**src/source/msx_bus_pkg.sv**
```systemverilog
// CPU bus constants
package msx_bus_pkg;

	// ----------------------------------------
	// Bus widths
	// ----------------------------------------
	localparam int addr_w		= 16;		// Z80 address bus
	localparam int data_w		= 8;		// Z80 data bus
	localparam int sdram_addr_w	= 23;		// 8MB byte address

	// ----------------------------------------
	// I/O port map, low byte of the address
	// ----------------------------------------
	// PPI occupies A8h..ABh
	localparam logic [7:0] ppi_port	= 8'hA8;

	// PSG occupies A0h..A3h
	localparam logic [7:0] psg_port	= 8'hA0;

	// VDP occupies 98h..99h
	localparam logic [7:0] vdp_port	= 8'h98;

	// ----------------------------------------
	// Memory-mapped registers
	// ----------------------------------------
	// Expanded slot register, last byte of page 3
	localparam logic [addr_w-1:0] exp_reg_addr = 16'hFFFF;

	// Pull-ups on an undriven data bus
	localparam logic [data_w-1:0] idle_data = 8'hFF;

endpackage

```
**src/source/msx_map_pkg.sv**
```systemverilog
// Slot and SDRAM segment map
package msx_map_pkg;

	// ----------------------------------------
	// Slot select byte
	// ----------------------------------------
	// Same byte for the primary register (A8h) and the
	// expanded registers (FFFFh). Two bits per 16KB page,
	// page 0 in bits 1:0, page 3 in bits 7:6
	typedef union packed {
		logic [7:0]			raw;	// As written by the CPU
		logic [3:0][1:0]	page;	// Slot number per page
	} slot_select_u;

	// ----------------------------------------
	// SDRAM segments
	// ----------------------------------------
	// SDRAM address = {segment, a[12:0]}, so one segment is 8KB
	localparam int seg_w = 10;

	// Mapper RAM in slot 3-0, 128KB window
	localparam logic [seg_w-1:0] seg_mapper	= 10'h200;

	// MegaROM cartridge images
	localparam logic [seg_w-1:0] seg_mega1	= 10'h100;	// Slot 1, 1MB
	localparam logic [seg_w-1:0] seg_mega2	= 10'h020;	// Slot 2, 512KB

	// Built-in ROMs of slot 0
	localparam logic [seg_w-1:0] seg_logo	= 10'h01C;	// 0-3, logo and ext BASIC
	localparam logic [seg_w-1:0] seg_music	= 10'h01A;	// 0-2, MSX-MUSIC
	localparam logic [seg_w-1:0] seg_iot	= 10'h018;	// 0-1, IoT BASIC
	localparam logic [seg_w-1:0] seg_main	= 10'h010;	// 0-0, main ROM

	// Built-in ROMs of slot 3
	localparam logic [seg_w-1:0] seg_sub	= 10'h014;	// 3-1, sub ROM and kanji BASIC
	localparam logic [seg_w-1:0] seg_nextor	= 10'h000;	// 3-2, Nextor banks

endpackage

```
**src/source/clock_enable_gen.sv**
```systemverilog
// Clock enable generator
`timescale 1ns/1ps

module clock_enable_gen #(
	parameter int unsigned cpu_div_count = 12,	// clk42m cycles per CPU tick
	parameter int unsigned psg_div_count = 12	// clk42m cycles per PSG tick
) (
	input	logic	clk42m,
	input	logic	ff_reset_n,
	input	logic	cpu_freeze,			// Held by the SPI updater
	input	logic	sdram_init_busy,	// SDRAM still in power-up sequence
	output	logic	sys_enable,
	output	logic	cpu_enable,
	output	logic	psg_enable
);
	localparam int cpu_cnt_w = $clog2(cpu_div_count);
	localparam int psg_cnt_w = $clog2(psg_div_count);

	logic					ff_clock_div;	// Half-rate toggle
	logic	[cpu_cnt_w-1:0]	ff_cpu_cnt;
	logic	[psg_cnt_w-1:0]	ff_psg_cnt;
	logic					w_run;			// Enables allowed

	// ----------------------------------------
	// System enable, every second cycle
	// ----------------------------------------
	always_ff @(posedge clk42m) begin
		if (!ff_reset_n) begin
			ff_clock_div <= 1'b0;
		end else begin
			ff_clock_div <= ~ff_clock_div;
		end
	end
	assign sys_enable = ff_clock_div;

	// ----------------------------------------
	// CPU and PSG dividers
	// ----------------------------------------
	always_ff @(posedge clk42m) begin
		if (!ff_reset_n || cpu_freeze) begin
			ff_cpu_cnt <= '0;				// Restart cleanly after freeze
		end else if (ff_cpu_cnt == cpu_cnt_w'(cpu_div_count - 1)) begin
			ff_cpu_cnt <= '0;
		end else begin
			ff_cpu_cnt <= ff_cpu_cnt + 1'b1;
		end
	end

	always_ff @(posedge clk42m) begin
		if (!ff_reset_n || cpu_freeze) begin
			ff_psg_cnt <= '0;
		end else if (ff_psg_cnt == psg_cnt_w'(psg_div_count - 1)) begin
			ff_psg_cnt <= '0;
		end else begin
			ff_psg_cnt <= ff_psg_cnt + 1'b1;
		end
	end

	// No ticks while frozen or while SDRAM is not ready
	assign w_run		= !cpu_freeze && !sdram_init_busy;
	assign cpu_enable	= w_run && (ff_cpu_cnt == cpu_cnt_w'(cpu_div_count - 1));
	assign psg_enable	= w_run && (ff_psg_cnt == psg_cnt_w'(psg_div_count - 1));

endmodule

```
**src/source/primary_slot_reg.sv**
```systemverilog
// Primary slot select register
`timescale 1ns/1ps

module primary_slot_reg (
	input	logic							clk42m,
	input	logic							ff_reset_n,
	input	logic	[msx_bus_pkg::addr_w-1:0]	a,
	input	logic	[msx_bus_pkg::data_w-1:0]	wdata,
	input	logic							iorq_n,
	input	logic							mreq_n,
	input	logic							rd_n,
	input	logic							wr_n,
	output	logic	[msx_bus_pkg::data_w-1:0]	q,
	output	logic							q_en,
	output	logic	[3:0]					sltsl		// One line per primary slot
);
	msx_map_pkg::slot_select_u	ff_slot;			// Port A8h contents
	logic						ff_wr_seen;
	logic						ff_rd_seen;
	logic						ff_q_en;
	logic	[msx_bus_pkg::data_w-1:0]	ff_q;
	logic						w_ppi_sel;
	logic						w_wr_strobe;
	logic						w_rd_strobe;
	logic	[1:0]				w_page_slot;

	// PPI decode, A8h..ABh
	assign w_ppi_sel	= ({a[7:2], 2'b00} == msx_bus_pkg::ppi_port);
	assign w_wr_strobe	= !iorq_n && !wr_n && w_ppi_sel;
	assign w_rd_strobe	= !iorq_n && !rd_n && w_ppi_sel;

	// ----------------------------------------
	// Register write, first edge only
	// ----------------------------------------
	always_ff @(posedge clk42m) begin
		if (!ff_reset_n) begin
			ff_slot.raw	<= '0;				// All pages on slot 0 at boot
			ff_wr_seen	<= 1'b0;
		end else begin
			ff_wr_seen	<= w_wr_strobe;
			if (w_wr_strobe && !ff_wr_seen) begin
				ff_slot.raw <= wdata;
			end
		end
	end

	// Readback, one pulse per access
	always_ff @(posedge clk42m) begin
		if (!ff_reset_n) begin
			ff_rd_seen	<= 1'b0;
			ff_q_en		<= 1'b0;
		end else begin
			ff_rd_seen	<= w_rd_strobe;
			ff_q_en		<= w_rd_strobe && !ff_rd_seen;
		end
	end

	always_ff @(posedge clk42m) begin
		if (w_rd_strobe && !ff_rd_seen) begin
			ff_q <= ff_slot.raw;
		end
	end

	assign q	= ff_q;
	assign q_en	= ff_q_en;

	// ----------------------------------------
	// Slot select per page
	// ----------------------------------------
	assign w_page_slot = ff_slot.page[a[15:14]];	// Field of the current page

	always_comb begin
		for (int i = 0; i < 4; i++) begin
			sltsl[i] = !mreq_n && (w_page_slot == 2'(i));
		end
	end

endmodule

```
**src/source/expansion_slot_reg.sv**
```systemverilog
// Expanded slot select register
`timescale 1ns/1ps

module expansion_slot_reg (
	input	logic							clk42m,
	input	logic							ff_reset_n,
	input	logic							sltsl,		// Parent primary slot, mreq qualified
	input	logic	[msx_bus_pkg::addr_w-1:0]	a,
	input	logic	[msx_bus_pkg::data_w-1:0]	wdata,
	input	logic							rd_n,
	input	logic							wr_n,
	output	logic	[msx_bus_pkg::data_w-1:0]	q,
	output	logic							q_en,
	output	logic	[3:0]					sltsl_ext	// Secondary slots x-0..x-3
);
	msx_map_pkg::slot_select_u	ff_slot;
	logic						ff_wr_seen;
	logic						ff_rd_seen;
	logic						ff_q_en;
	logic	[msx_bus_pkg::data_w-1:0]	ff_q;
	logic						w_reg_hit;			// FFFFh inside this slot
	logic						w_wr_strobe;
	logic						w_rd_strobe;
	logic	[1:0]				w_page_slot;

	assign w_reg_hit	= sltsl && (a == msx_bus_pkg::exp_reg_addr);
	assign w_wr_strobe	= w_reg_hit && !wr_n;
	assign w_rd_strobe	= w_reg_hit && !rd_n;

	// ----------------------------------------
	// Register write and readback
	// ----------------------------------------
	always_ff @(posedge clk42m) begin
		if (!ff_reset_n) begin
			ff_slot.raw	<= '0;
			ff_wr_seen	<= 1'b0;
			ff_rd_seen	<= 1'b0;
			ff_q_en		<= 1'b0;
		end else begin
			ff_wr_seen	<= w_wr_strobe;
			ff_rd_seen	<= w_rd_strobe;
			ff_q_en		<= w_rd_strobe && !ff_rd_seen;	// Single pulse
			if (w_wr_strobe && !ff_wr_seen) begin
				ff_slot.raw <= wdata;
			end
		end
	end

	// Software probes for expansion by reading back the complement
	always_ff @(posedge clk42m) begin
		if (w_rd_strobe && !ff_rd_seen) begin
			ff_q <= ~ff_slot.raw;
		end
	end

	assign q	= ff_q;
	assign q_en	= ff_q_en;

	// ----------------------------------------
	// Secondary slot decode
	// ----------------------------------------
	assign w_page_slot = ff_slot.page[a[15:14]];

	// The register itself hides whatever sits at FFFFh
	always_comb begin
		for (int i = 0; i < 4; i++) begin
			sltsl_ext[i] = sltsl && !w_reg_hit && (w_page_slot == 2'(i));
		end
	end

endmodule

```
**src/source/sdram_memory_map.sv**
```systemverilog
// Slot to SDRAM memory map
`timescale 1ns/1ps

module sdram_memory_map (
	input	logic	[msx_bus_pkg::addr_w-1:0]		a,
	input	logic	[msx_bus_pkg::data_w-1:0]		wdata,
	input	logic								rd_n,
	input	logic								wr_n,
	input	logic								mreq_n,
	input	logic								cpu_freeze,
	input	logic	[msx_bus_pkg::sdram_addr_w-1:0]	spi_address,
	input	logic	[msx_bus_pkg::data_w-1:0]		spi_wdata,
	input	logic								spi_mreq_n,
	input	logic								sltsl1,		// MegaROM 1
	input	logic								sltsl2,		// MegaROM 2
	input	logic	[3:0]						ext0,		// Slot 0-x
	input	logic	[3:0]						ext3,		// Slot 3-x
	output	logic	[msx_bus_pkg::sdram_addr_w-1:0]	sdram_address,
	output	logic	[msx_bus_pkg::data_w-1:0]		sdram_wdata,
	output	logic								sdram_mreq_n,
	output	logic								sdram_wr_n,
	output	logic								sdram_rd_n
);
	localparam int seg_w = msx_map_pkg::seg_w;

	logic	[seg_w-1:0]	w_seg;			// 8KB segment for the CPU access
	logic				w_rd_ok;		// Page is readable in this slot
	logic				w_mapper;		// Only RAM accepts writes
	logic				w_page0;
	logic				w_page1;
	logic				w_page2;

	assign w_page0 = (a[15:14] == 2'd0);
	assign w_page1 = (a[15:14] == 2'd1);
	assign w_page2 = (a[15:14] == 2'd2);

	// ----------------------------------------
	// Segment priority
	// ----------------------------------------
	always_comb begin
		w_seg		= '0;
		w_rd_ok		= 1'b0;
		w_mapper	= 1'b0;
		if (ext3[0]) begin								// Mapper RAM, all pages
			w_seg		= msx_map_pkg::seg_mapper + seg_w'(a[15:13]);
			w_rd_ok		= 1'b1;
			w_mapper	= 1'b1;
		end else if (sltsl1) begin						// MegaROM 1MB
			w_seg		= msx_map_pkg::seg_mega1 + seg_w'(a[15:13]);
			w_rd_ok		= 1'b1;
		end else if (sltsl2) begin						// MegaROM 512KB, fixed base
			w_seg		= msx_map_pkg::seg_mega2;
			w_rd_ok		= w_page1 || w_page2;
		end else if (ext0[3]) begin						// Logo and ext BASIC
			w_seg		= msx_map_pkg::seg_logo + seg_w'(a[14:13]);
			w_rd_ok		= w_page1 || w_page2;
		end else if (ext0[2]) begin
			w_seg		= msx_map_pkg::seg_music + seg_w'(a[13]);	// MSX-MUSIC
			w_rd_ok		= w_page1;
		end else if (ext0[1]) begin
			w_seg		= msx_map_pkg::seg_iot + seg_w'(a[13]);		// IoT BASIC
			w_rd_ok		= w_page1;
		end else if (ext3[1]) begin						// Sub ROM, kanji BASIC
			w_seg		= msx_map_pkg::seg_sub + seg_w'(a[14:13]);
			w_rd_ok		= w_page0 || w_page1;
		end else if (ext0[0]) begin						// Main ROM, 32KB
			w_seg		= msx_map_pkg::seg_main + seg_w'(a[14:13]);
			w_rd_ok		= w_page0 || w_page1;
		end else if (ext3[2]) begin						// Nextor banks 0-7
			w_seg		= msx_map_pkg::seg_nextor + seg_w'(a[15:13]);
			w_rd_ok		= w_page1 || w_page2;
		end else if (ext3[3]) begin
			// Slot 3-3 is empty, nothing answers
			w_seg		= '0;
			w_rd_ok		= 1'b0;
		end
	end

	// ----------------------------------------
	// Output mux, SPI updater wins under freeze
	// ----------------------------------------
	assign sdram_address	= cpu_freeze ? spi_address : {w_seg, a[12:0]};
	assign sdram_wdata		= cpu_freeze ? spi_wdata : wdata;
	assign sdram_mreq_n		= cpu_freeze ? spi_mreq_n : mreq_n;
	assign sdram_wr_n		= cpu_freeze ? spi_mreq_n :		// Updater only writes
							  w_mapper   ? wr_n : 1'b1;
	assign sdram_rd_n		= cpu_freeze ? 1'b1 :
							  w_rd_ok    ? rd_n : 1'b1;

endmodule

```
**src/source/cpu_data_bus.sv**
```systemverilog
// CPU read data bus and I/O selects
`timescale 1ns/1ps

module cpu_data_bus (
	input	logic							clk42m,
	input	logic							ff_reset_n,
	input	logic	[7:0]					a,			// I/O port number
	input	logic							iorq_n,
	input	logic							rd_n,
	input	logic	[msx_bus_pkg::data_w-1:0]	sdram_q,
	input	logic							sdram_q_en,
	input	logic	[msx_bus_pkg::data_w-1:0]	exp0_q,
	input	logic							exp0_q_en,
	input	logic	[msx_bus_pkg::data_w-1:0]	exp3_q,
	input	logic							exp3_q_en,
	input	logic	[msx_bus_pkg::data_w-1:0]	ppi_q,
	input	logic							ppi_q_en,
	output	logic	[msx_bus_pkg::data_w-1:0]	rdata,
	output	logic							vdp_cs_n,
	output	logic							psg_cs_n
);
	logic	[msx_bus_pkg::data_w-1:0]	ff_rdata;

	// ----------------------------------------
	// Read data latch
	// ----------------------------------------
	// Sources pulse q_en once, the latch holds the byte until rd_n rises
	always_ff @(posedge clk42m) begin
		if (!ff_reset_n) begin
			ff_rdata <= msx_bus_pkg::idle_data;
		end else if (sdram_q_en) begin
			ff_rdata <= sdram_q;
		end else if (exp0_q_en) begin
			ff_rdata <= exp0_q;
		end else if (exp3_q_en) begin
			ff_rdata <= exp3_q;
		end else if (ppi_q_en) begin
			ff_rdata <= ppi_q;
		end else if (rd_n) begin
			ff_rdata <= msx_bus_pkg::idle_data;	// Bus released
		end
	end

	assign rdata = ff_rdata;

	// ----------------------------------------
	// I/O chip selects
	// ----------------------------------------
	// VDP at 98h..99h
	assign vdp_cs_n = !(!iorq_n && ({a[7:1], 1'b0} == msx_bus_pkg::vdp_port));

	// PSG at A0h..A3h
	assign psg_cs_n = !(!iorq_n && ({a[7:2], 2'b00} == msx_bus_pkg::psg_port));

endmodule

```
**src/source/msx_bus_top.sv**
```systemverilog
// CPU bus glue top level
`timescale 1ns/1ps

module msx_bus_top #(
	parameter int unsigned cpu_div_count = 12,
	parameter int unsigned psg_div_count = 12
) (
	input	logic								clk42m,
	input	logic								ff_reset_n,
	// CPU bus
	input	logic	[msx_bus_pkg::addr_w-1:0]		a,
	input	logic	[msx_bus_pkg::data_w-1:0]		wdata,
	input	logic								mreq_n,
	input	logic								iorq_n,
	input	logic								rd_n,
	input	logic								wr_n,
	output	logic	[msx_bus_pkg::data_w-1:0]		rdata,
	// Control
	input	logic								cpu_freeze,
	input	logic								sdram_init_busy,
	output	logic								sys_enable,
	output	logic								cpu_enable,
	output	logic								psg_enable,
	output	logic								vdp_cs_n,
	output	logic								psg_cs_n,
	// SPI updater
	input	logic	[msx_bus_pkg::sdram_addr_w-1:0]	spi_address,
	input	logic	[msx_bus_pkg::data_w-1:0]		spi_wdata,
	input	logic								spi_mreq_n,
	// SDRAM request side
	input	logic	[msx_bus_pkg::data_w-1:0]		sdram_q,
	input	logic								sdram_q_en,
	output	logic	[msx_bus_pkg::sdram_addr_w-1:0]	sdram_address,
	output	logic	[msx_bus_pkg::data_w-1:0]		sdram_wdata,
	output	logic								sdram_mreq_n,
	output	logic								sdram_wr_n,
	output	logic								sdram_rd_n
);
	logic	[3:0]						sltsl;			// Primary slots
	logic	[3:0]						sltsl_ext0;		// Slot 0-x
	logic	[3:0]						sltsl_ext3;		// Slot 3-x
	logic	[msx_bus_pkg::data_w-1:0]	ppi_q;
	logic								ppi_q_en;
	logic	[msx_bus_pkg::data_w-1:0]	exp0_q;
	logic								exp0_q_en;
	logic	[msx_bus_pkg::data_w-1:0]	exp3_q;
	logic								exp3_q_en;

	// ----------------------------------------
	// Enables
	// ----------------------------------------
	clock_enable_gen #(
		.cpu_div_count	(cpu_div_count),
		.psg_div_count	(psg_div_count)
	) u_clock_enable (
		.clk42m				(clk42m),
		.ff_reset_n			(ff_reset_n),
		.cpu_freeze			(cpu_freeze),
		.sdram_init_busy	(sdram_init_busy),
		.sys_enable			(sys_enable),
		.cpu_enable			(cpu_enable),
		.psg_enable			(psg_enable)
	);

	// ----------------------------------------
	// Slot selects
	// ----------------------------------------
	primary_slot_reg u_primary_slot (
		.clk42m		(clk42m),
		.ff_reset_n	(ff_reset_n),
		.a			(a),
		.wdata		(wdata),
		.iorq_n		(iorq_n),
		.mreq_n		(mreq_n),
		.rd_n		(rd_n),
		.wr_n		(wr_n),
		.q			(ppi_q),
		.q_en		(ppi_q_en),
		.sltsl		(sltsl)
	);

	expansion_slot_reg exp0 (
		.clk42m		(clk42m),
		.ff_reset_n	(ff_reset_n),
		.sltsl		(sltsl[0]),
		.a			(a),
		.wdata		(wdata),
		.rd_n		(rd_n),
		.wr_n		(wr_n),
		.q			(exp0_q),
		.q_en		(exp0_q_en),
		.sltsl_ext	(sltsl_ext0)
	);

	expansion_slot_reg exp3 (
		.clk42m		(clk42m),
		.ff_reset_n	(ff_reset_n),
		.sltsl		(sltsl[3]),
		.a			(a),
		.wdata		(wdata),
		.rd_n		(rd_n),
		.wr_n		(wr_n),
		.q			(exp3_q),
		.q_en		(exp3_q_en),
		.sltsl_ext	(sltsl_ext3)
	);

	// ----------------------------------------
	// SDRAM map and read data
	// ----------------------------------------
	sdram_memory_map u_memory_map (
		.a				(a),
		.wdata			(wdata),
		.rd_n			(rd_n),
		.wr_n			(wr_n),
		.mreq_n			(mreq_n),
		.cpu_freeze		(cpu_freeze),
		.spi_address	(spi_address),
		.spi_wdata		(spi_wdata),
		.spi_mreq_n		(spi_mreq_n),
		.sltsl1			(sltsl[1]),
		.sltsl2			(sltsl[2]),
		.ext0			(sltsl_ext0),
		.ext3			(sltsl_ext3),
		.sdram_address	(sdram_address),
		.sdram_wdata	(sdram_wdata),
		.sdram_mreq_n	(sdram_mreq_n),
		.sdram_wr_n		(sdram_wr_n),
		.sdram_rd_n		(sdram_rd_n)
	);

	cpu_data_bus u_data_bus (
		.clk42m		(clk42m),
		.ff_reset_n	(ff_reset_n),
		.a			(a[7:0]),
		.iorq_n		(iorq_n),
		.rd_n		(rd_n),
		.sdram_q	(sdram_q),
		.sdram_q_en	(sdram_q_en),
		.exp0_q		(exp0_q),
		.exp0_q_en	(exp0_q_en),
		.exp3_q		(exp3_q),
		.exp3_q_en	(exp3_q_en),
		.ppi_q		(ppi_q),
		.ppi_q_en	(ppi_q_en),
		.rdata		(rdata),
		.vdp_cs_n	(vdp_cs_n),
		.psg_cs_n	(psg_cs_n)
	);

endmodule

```
**config.mk**
```make
export PLATFORM = sky130hd
export DESIGN_NAME = msx_bus_top
export DESIGN_NICKNAME = d
export VERILOG_FILES = /design/src/source/msx_bus_pkg.sv /design/src/source/msx_map_pkg.sv /design/src/source/clock_enable_gen.sv /design/src/source/primary_slot_reg.sv /design/src/source/expansion_slot_reg.sv /design/src/source/sdram_memory_map.sv /design/src/source/cpu_data_bus.sv /design/src/source/msx_bus_top.sv
export SDC_FILE = /design/constraint.sdc
export NUM_CORES = 1
export LEC_CHECK = 0
export ABC_AREA = 1
export BUFFER_PORTS_ARGS = -buffer_cell sky130_fd_sc_hd__buf_2
export CORE_ASPECT_RATIO = 0.5
export CORE_UTILIZATION = 55
export DETAILED_ROUTE_END_ITERATION = 16
export PLACE_DENSITY_LB_ADDON = 0.2
export SLEW_MARGIN = 20
export SYNTH_ARGS = -nofsm -noshare
export SYNTH_HDL_FRONTEND = slang
export SYNTH_SLANG_ARGS = --single-unit
```
**constraint.sdc**
```tcl
create_clock -name clk42m -period 6.06 [get_ports clk42m]
set_clock_uncertainty 0.2 [all_clocks]
set_input_delay 0.303 -clock clk42m [delete_from_list [all_inputs] [get_ports clk42m]]
set_output_delay 0.303 -clock clk42m [all_outputs]
set_load 0.03 [all_outputs]
```
==> results of run 1 <==
[final timing paths]
path                                                 from                         to  slack, ns  depth (start not counted)
worst max-delay path                                a[14]                 sdram_rd_n       3.11                         13
worst min-delay path                           sdram_q[0]        u_data_bus.rdata[0]       0.05                          3
worst max register to register  u_primary_slot.ff_slot[0]                  exp0.q[6]       3.82                          7
worst min register to register  u_clock_enable.sys_enable  u_clock_enable.sys_enable       0.21                          1
[worst min-delay path: stages]
cell and delay [ns]:
buf_2 0.08, a21oi_1 0.05, o21ai_0 0.12
[registers in the layout, summed over array words and instances (netlist names)]
register,flops
exp0.ff_slot,8
exp0.q,8
exp3.ff_slot,8
exp3.q,8
u_data_bus.rdata,8
u_primary_slot.ff_slot,8
u_primary_slot.q,8
u_clock_enable.ff_cpu_cnt,4
u_clock_enable.ff_psg_cnt,4
exp0.ff_rd_seen,1
exp0.ff_wr_seen,1
exp0.q_en,1
exp3.ff_rd_seen,1
exp3.ff_wr_seen,1
exp3.q_en,1
u_clock_enable.sys_enable,1
u_primary_slot.ff_rd_seen,1
u_primary_slot.ff_wr_seen,1
u_primary_slot.q_en,1
[repair_timing]
item,CTS,global route
setup buffers,0,0
endpoints found under the hold margin,1,0
hold buffers,2,0
[per-stage QoR]
step / hold WS, ns / total power [mW] / std cells
detailed placement: 0.207 / 0.697 / 684
floorplan: 0.180 / 0.637 / 497
global route: 0.0598 / 1.21 / 702
global placement: 0.196 / 0.696 / 684
CTS: 0.0426 / 1.17 / 702
finish: 0.0528 / 1.16 / 702
[logic make-up after synthesis]
kind of cell | share of synthesized area [%]
AND/OR/NAND/NOR | 25.7
AO/OA/AOI/OAI | 17.0
buffers and inverters | 9.91
flip-flops | 45.7
adder cells (fa/ha/maj) | 1.66
[final cells by class]
cell class	instances	share of cell area [%]
clock buffer	9	4.84
clock inverter	7	0.967
inverter	69	5.62
multi-input combinational	333	35.9
sequential	74	37.0
tap	88	2.36
timing repair buffer	122	13.4
[power breakdown]
part	internal, mW	switching, mW	leakage, nW
Combinational	0.0541	0.116	1.35
Sequential	0.515	0.00303	0.594
Clock	0.276	0.201	0.137
Total	0.845	0.320	2.08
[per-layer routing]
metal	vias to the layer above	wire length (µm)
met5	-	0
met4	0	146
met3	12	876
met2	176	4210
met1	1662	4320
li1	1873	-
[layout by cell type (no fill, tap or decap), types with 3 or more instances in the layout]
cell type,Yosys,final
nor4_1,5,5
ha_1,5,5
nor3_1,7,7
o221ai_1,3,3
buf_2,2,119
inv_2,3,3
dfxtp_1,50,50
o22ai_1,5,5
nand4_1,3,3
or2_2,6,6
edfxtp_1,24,24
inv_1,63,63
nand3_1,36,36
o211ai_1,6,6
nor2_1,25,25
clkinv_2,0,3
clkinv_1,2,3
a21oi_1,45,45
a21oi_2,4,4
clkbuf_16,0,9
nor2_4,4,4
nand2_1,119,119
o21ai_0,47,47
==> impl_results.rst, run 1 <==
.. list-table::
   :header-rows: 1

   * - Metric
     - Value
   * - 1st-iter DRT viols
     - 287
   * - Post-Syn Area per Cell
     - about 7.6 µm²
   * - Layout filler cell count
     - 530
   * - Dpl hpwl
     - 7210 µm
   * - Power density cells
     - 250 nW/µm²
   * - Clock sink count
     - 74
   * - Cell-by-cell trace of the critical path
     - buf_2 -> ha_1 -> nand2_1 -> nor3_1 -> nand3_1 -> nand3_1 -> nand2_1 -> nand2_1 -> nand2_1 -> nor2_1 -> nand3_1 -> nand2_1 -> buf_2
   * - H-Tree Depth
     - 3
   * - Max-cap violations
     - 0
   * - Clock edge transition at the registers on the reported setup and hold paths
     - 0.06 ns
   * - Global Route met1 Usage
     - about a third
   * - DRC viols
     - 0
   * - Kind of path behind the tightest hold check
     - input port to register
   * - DRT Pass-1 Iters
     - 5
   * - Met3 layer usage reported by global route
     - 8.08%
   * - Number of placement rows
     - 20
   * - Placed inst area
     - 4370 µm²
   * - Final setup viols
     - 0
   * - Unique cell type count in the Yosys netlist
     - 35
   * - Async SR Flop Fraction
     - 0%
   * - Crit path max fanout
     - 17
   * - Gate Count Post-Synth
     - 497
   * - Largest net degree at the start of global routing
     - 59
   * - Lkg Pwr
     - about 2.1 nW
   * - Number of synthesized register bits
     - 74
   * - Area growth, synth to finish
     - 23.7%
   * - Sequential Area
     - 1720 µm²
   * - Cell types occupying the most area after synthesis
     - dfxtp_1 (27%), edfxtp_1 (19%), nand2_1 (12%)
   * - Most heavily used metal layer in global routing
     - met2
   * - Leading post-synthesis cells by instance count
     - nand2_1 (119), inv_1 (63), dfxtp_1 (50)
   * - Actual transition at the worst max-transition pin
     - 0.817 ns
   * - Number of global-route vias before repair
     - around 3200
   * - Global-route wire length before repair
     - 15000 µm
   * - Syn. warnings
     - 0
   * - Critical Path Most Common Cell
     - nand2_1
   * - Remaining Overflow, GRT
     - 0
   * - Area share of the largest cell type after synthesis
     - 26.6%
   * - Most frequent cell after synthesis
     - nand2_1
   * - Die Span Y
     - 60.5 µm
   * - Crit Path Class
     - input port to output pin
   * - Final Util
     - 73.5%
   * - Minimum clock period
     - 2.95 ns
   * - CTS root buf
     - clkbuf_16
   * - Family of cells with the greatest summed delay on the critical path
     - simple AND/OR/NAND/NOR gates
   * - Max Transition Viols Final
     - 0
   * - Relative slew slack
     - 45.5%
   * - Combined area of the multi-input logic cells
     - 1670 µm²
   * - Post-cts gate resize count
     - 0
   * - Required time of the worst setup path
     - 5.56 ns
   * - Met2 track demand over resource in global routing
     - 46.4%
   * - Ports placed on the boundary
     - 120
   * - Source-to-sink clock delay at the later pin of the worst-skew pair
     - between 0.3 and 0.4 ns
   * - Yosys top cell by area
     - dfxtp_1
   * - Type of element launching the critical path
     - input port
   * - Die Width
     - ~120 µm
   * - Final period util
     - about half
   * - Number of endpoints with negative hold slack in the final report
     - 0
   * - Sequential element share of the synthesized area
     - a little under half
   * - Arrival time at the worst endpoint
     - approximately 2.5 ns
   * - Overall routed net length
     - 9550 µm
   * - Number of buffers on the longest clock path
     - 2
   * - Via count
     - 3723
   * - Slowest-stage cell, CP
     - nand3_1
   * - EDFF count, synth
     - 24
   * - Antenna diode count
     - 0
   * - Run status
     - complete, no violations
   * - Post-Syn Area
     - 3760 µm²
   * - WL/cell
     - 13.6 µm
   * - Net count after synthesis
     - roughly 580
   * - Maximum vdd ir drop
     - 0.108 mV
   * - Fin nets
     - slightly below 700
   * - Final-layout setup total negative slack
     - 0 ns
   * - Die Footprint
     - 7200 µm²
   * - Highest cell delay on the worst timing path
     - approximately 0.44 ns
   * - Placeable core area
     - 6330 µm²
   * - GRT Overall Usage
     - 27.7%
   * - Fmax
     - between 0.3 and 0.4 GHz
   * - Fraction of final layout cells with drive strength greater than 1
     - a little over a quarter
   * - Flip-flop cell with the highest count after synthesis
     - dfxtp_1
   * - Post-route ant nets
     - 0
   * - Least setup slack across all paths after layout
     - 3.11 ns
   * - DP Worst Slack
     - 3.05 ns
   * - Count of buffers inserted at the top-level ports
     - about 120
   * - CTS tree
     - built
   * - Number of buffers created by CTS
     - 9
   * - Starting Density
     - 59.4%
   * - Initial antenna violation count
     - 0
   * - Ratio of routed vias to standard cells
     - 5.30
   * - Buffering stage count on the worst path with inverters included
     - 2
   * - Routability Congestion
     - ~0.87
   * - RSZ-0062 raised after global routing
     - no
   * - Non-Filler Cell Area, Final
     - 4660 µm²
   * - Endpoint kind of the worst setup timing path
     - output pin
Power figures use the tool's default switching activity.
==> inputs of run 2 (changes only) <==
--- a/config.mk
+++ b/config.mk
@@ -8,7 +8,7 @@
 export ABC_AREA = 1
 export BUFFER_PORTS_ARGS = -buffer_cell sky130_fd_sc_hd__buf_2
 export CORE_ASPECT_RATIO = 0.5
-export CORE_UTILIZATION = 55
+export CORE_UTILIZATION = 46
 export DETAILED_ROUTE_END_ITERATION = 16
 export PLACE_DENSITY_LB_ADDON = 0.2
 export SLEW_MARGIN = 20
==> constraint.sdc (replaced) <==
create_clock -name clk42m -period 2.47 [get_ports clk42m]
set_clock_uncertainty 0.2 [all_clocks]
set_input_delay 0.1235 -clock clk42m [delete_from_list [all_inputs] [get_ports clk42m]]
set_output_delay 0.1235 -clock clk42m [all_outputs]
set_load 0.03 [all_outputs]
==> run 2 against run 1 <==
  * Setup slack got worse by 2.9 ns
  * Die area increased by 19%
  * Sequential power increased by 150%
  * First-iteration DRC count decreased by 25%
  * Routed wire length increased by 8.2%
  * Sequential share of layout area decreased by 2.2 points
  * Power increased to 2.6 times the previous value
  * Global-route usage decreased by 2.0 points
  * Core utilization decreased by 8.6 points
  * Highest routed layer unchanged
==> impl_results.rst, run 2 (synthesized netlist as in run 1, its figures left out) <==
.. list-table::
   :header-rows: 1

   * - Metric
     - Value
   * - Count of buffers inserted at the top-level ports
     - 119 (unchanged)
   * - Top Metal Used
     - met4
   * - GRT Overall Usage
     - 25.7% (-2.0 points)
   * - Clock edge transition at the registers on the reported setup and hold paths
     - 0.06 ns (about the same)
   * - RSZ-0062 raised after global routing
     - no
   * - WL/cell
     - 13.8 µm (+1.5%)
   * - Ports placed on the boundary
     - 120 (unchanged)
   * - Number of placement rows
     - 22 (+10%)
   * - Final period util
     - 93.0%
   * - DRT Pass-1 Iters
     - 5 (unchanged)
   * - Die Span Y
     - 66.0 µm (+9.0%)
   * - Crit Path Class
     - register to output pin
   * - Final setup viols
     - 0 (unchanged)
   * - Routability Congestion
     - 0.880 (+1.3%)
   * - Total power after layout
     - 3.02 mW (+160%)
   * - Overall routed net length
     - 10300 µm (+8.2%)
   * - Hold-fix buffers at CTS
     - 19 (+17)
   * - Relative slew slack
     - 62.4% (+17 points)
   * - Final-layout setup total negative slack
     - 0 ns (unchanged)
   * - Inst Count DP
     - 713 (+4.2%)
   * - DP Worst Slack
     - 0.292 ns (-2.76 ns)
   * - Number of buffers on the longest clock path
     - 2 (unchanged)
   * - Amount of wire on met2 after detailed routing
     - 4550 µm (+8.2%)
   * - Number of buffers created by CTS
     - 9 (unchanged)
   * - Final Util
     - 64.9% (-8.6 points)
   * - Die Width
     - 130 µm (+9.2%)
   * - Final instance count without filler cells
     - 748 (+6.6%)
   * - Least setup slack across all paths after layout
     - 0.172 ns (-2.94 ns)
   * - Met3 wire length
     - 1050 µm (+20%)
   * - Source-to-sink clock delay at the later pin of the worst-skew pair
     - 0.34 ns (about the same)
   * - Area growth, synth to finish
     - 31.5%
   * - Fmax
     - between 0.4 and 0.5 GHz
   * - Fin nets
     - 713 (+3.8%)
   * - CTS tree
     - built
   * - Sequential Area
     - 1720 µm² (unchanged)
   * - Placeable core area
     - 7620 µm² (+20%)
   * - Post CTS Setup Buffer Count
     - 0 (unchanged)
   * - Die Footprint
     - 8570 µm² (+19%)
   * - Initial antenna violation count
     - 0 (unchanged)
   * - Worst Hold Depth
     - 3 (unchanged)
   * - Via count
     - 3803 (+2.1%)
   * - H-Tree Depth
     - 3 (unchanged)
   * - Post-cts gate resize count
     - 0 (unchanged)
   * - Minimum clock period
     - 2.30 ns
   * - Post-route ant nets
     - 0 (unchanged)
   * - Run status
     - complete, no violations
   * - Kind of path behind the tightest hold check
     - input port to register
   * - Most used cells in the layout excluding fill and tap cells
     - nand2_1 (119), buf_2 (119), inv_1 (63)
   * - Fraction of final layout cells with drive strength greater than 1
     - 26.7% (+0.50 points)
   * - Type of element launching the critical path
     - register
   * - Maximum vdd ir drop
     - 0.390 mV (+260%)
   * - Metal1 wirelength
     - 4610 µm (+6.7%)
   * - Required time of the worst setup path
     - 2.15 ns (-3.41 ns)
   * - CTS root buf
     - clkbuf_16
   * - Remaining Overflow, GRT
     - 0 (unchanged)
   * - Power density cells
     - 610 nW/µm² (+140%)
   * - Arrival time at the worst endpoint
     - 1.97 ns (-0.48 ns)
   * - Max-cap violations
     - 0 (unchanged)
   * - Layout filler cell count
     - 676 (+28%)
   * - Clock sink count
     - 74 (unchanged)
   * - Number of endpoints with negative hold slack in the final report
     - 0 (unchanged)
   * - Actual transition at the worst max-transition pin
     - 0.560 ns (-0.258 ns)
   * - Ratio of routed vias to standard cells
     - 5.08 (-4.1%)
   * - Number of global-route vias before repair
     - 3331 (+3.8%)
   * - 1st-iter DRT viols
     - 216 (-25%)
   * - Largest net degree at the start of global routing
     - 30 (-49%)
   * - Crit path max fanout
     - 5 (-12)
   * - Antenna diode count
     - 0 (unchanged)
   * - Dpl hpwl
     - 7670 µm (+6.4%)
   * - Number of cell instances on the worst register-to-register path
     - 8 (+1)
   * - Combined area of the multi-input logic cells
     - 1670 µm² (unchanged)
   * - Lkg Pwr
     - 2.20 nW (+6.0%)
   * - Starting Density
     - 49.4% (-10 points)
   * - Endpoint kind of the worst setup timing path
     - output pin
   * - DRC viols
     - 0 (unchanged)
   * - Global-route wire length before repair
     - 16300 µm (+8.8%)
   * - Max Transition Viols Final
     - 0 (unchanged)
==> run 2: layout make-up <==
cell class	instances	share of cell area, %
inverter	69	5.28
clock inverter	7	1.57
tap	108	2.73
timing repair buffer	148	17.4
multi-input combinational	333	33.7
sequential	74	34.8
clock buffer	9	4.55
==> run 2: worst paths after layout <==
check | from | to | slack [ns]
worst max-delay path | u_primary_slot.ff_slot[6] | sdram_address[14] | 0.17
worst min-delay path | sdram_q_en | u_data_bus.rdata[0] | 0.008
worst max register to register | u_primary_slot.ff_slot[6] | exp0.q[5] | 0.51
worst min register to register | u_clock_enable.sys_enable | u_clock_enable.sys_enable | 0.21
==> run 2: worst max-delay path, stage by stage, from the launching register on <==
cell     delay, ns
dfxtp_1       0.39
nand2_1       0.07
nand3_1       0.10
nand3_1       0.14
nor2_4        0.17
nand3_1       0.12
nand2_1       0.16
a21oi_1       0.09
nand3_1       0.10
nand2_1       0.05
inv_1         0.04
buf_2         0.19
==> run 2: metrics by stage <==
stage	hold slack, ns	cell area (µm²)
after floorplan	0.000474	3760
after global placement	0.105	4460
after detailed placement	0.111	4460
after CTS	0.00317	4950
after global routing	0.0207	4950
final	0.00758	4950
==> run 2: metal layers <==
layer | up-vias | GRT usage [%]
li1 | 1924 | -
met1 | 1686 | 32.7
met2 | 182 | 41.7
met3 | 11 | 8.41
met4 | 0 | 7.41
met5 | - | 0
==> run 2: power breakdown <==
group	total (mW)	switching, mW	leakage (nW)	internal, mW
Sequential	1.27	0.00780	0.594	1.26
Combinational	0.446	0.292	1.46	0.155
Clock	1.30	0.516	0.146	0.788
Total	3.02	0.815	2.20	2.21
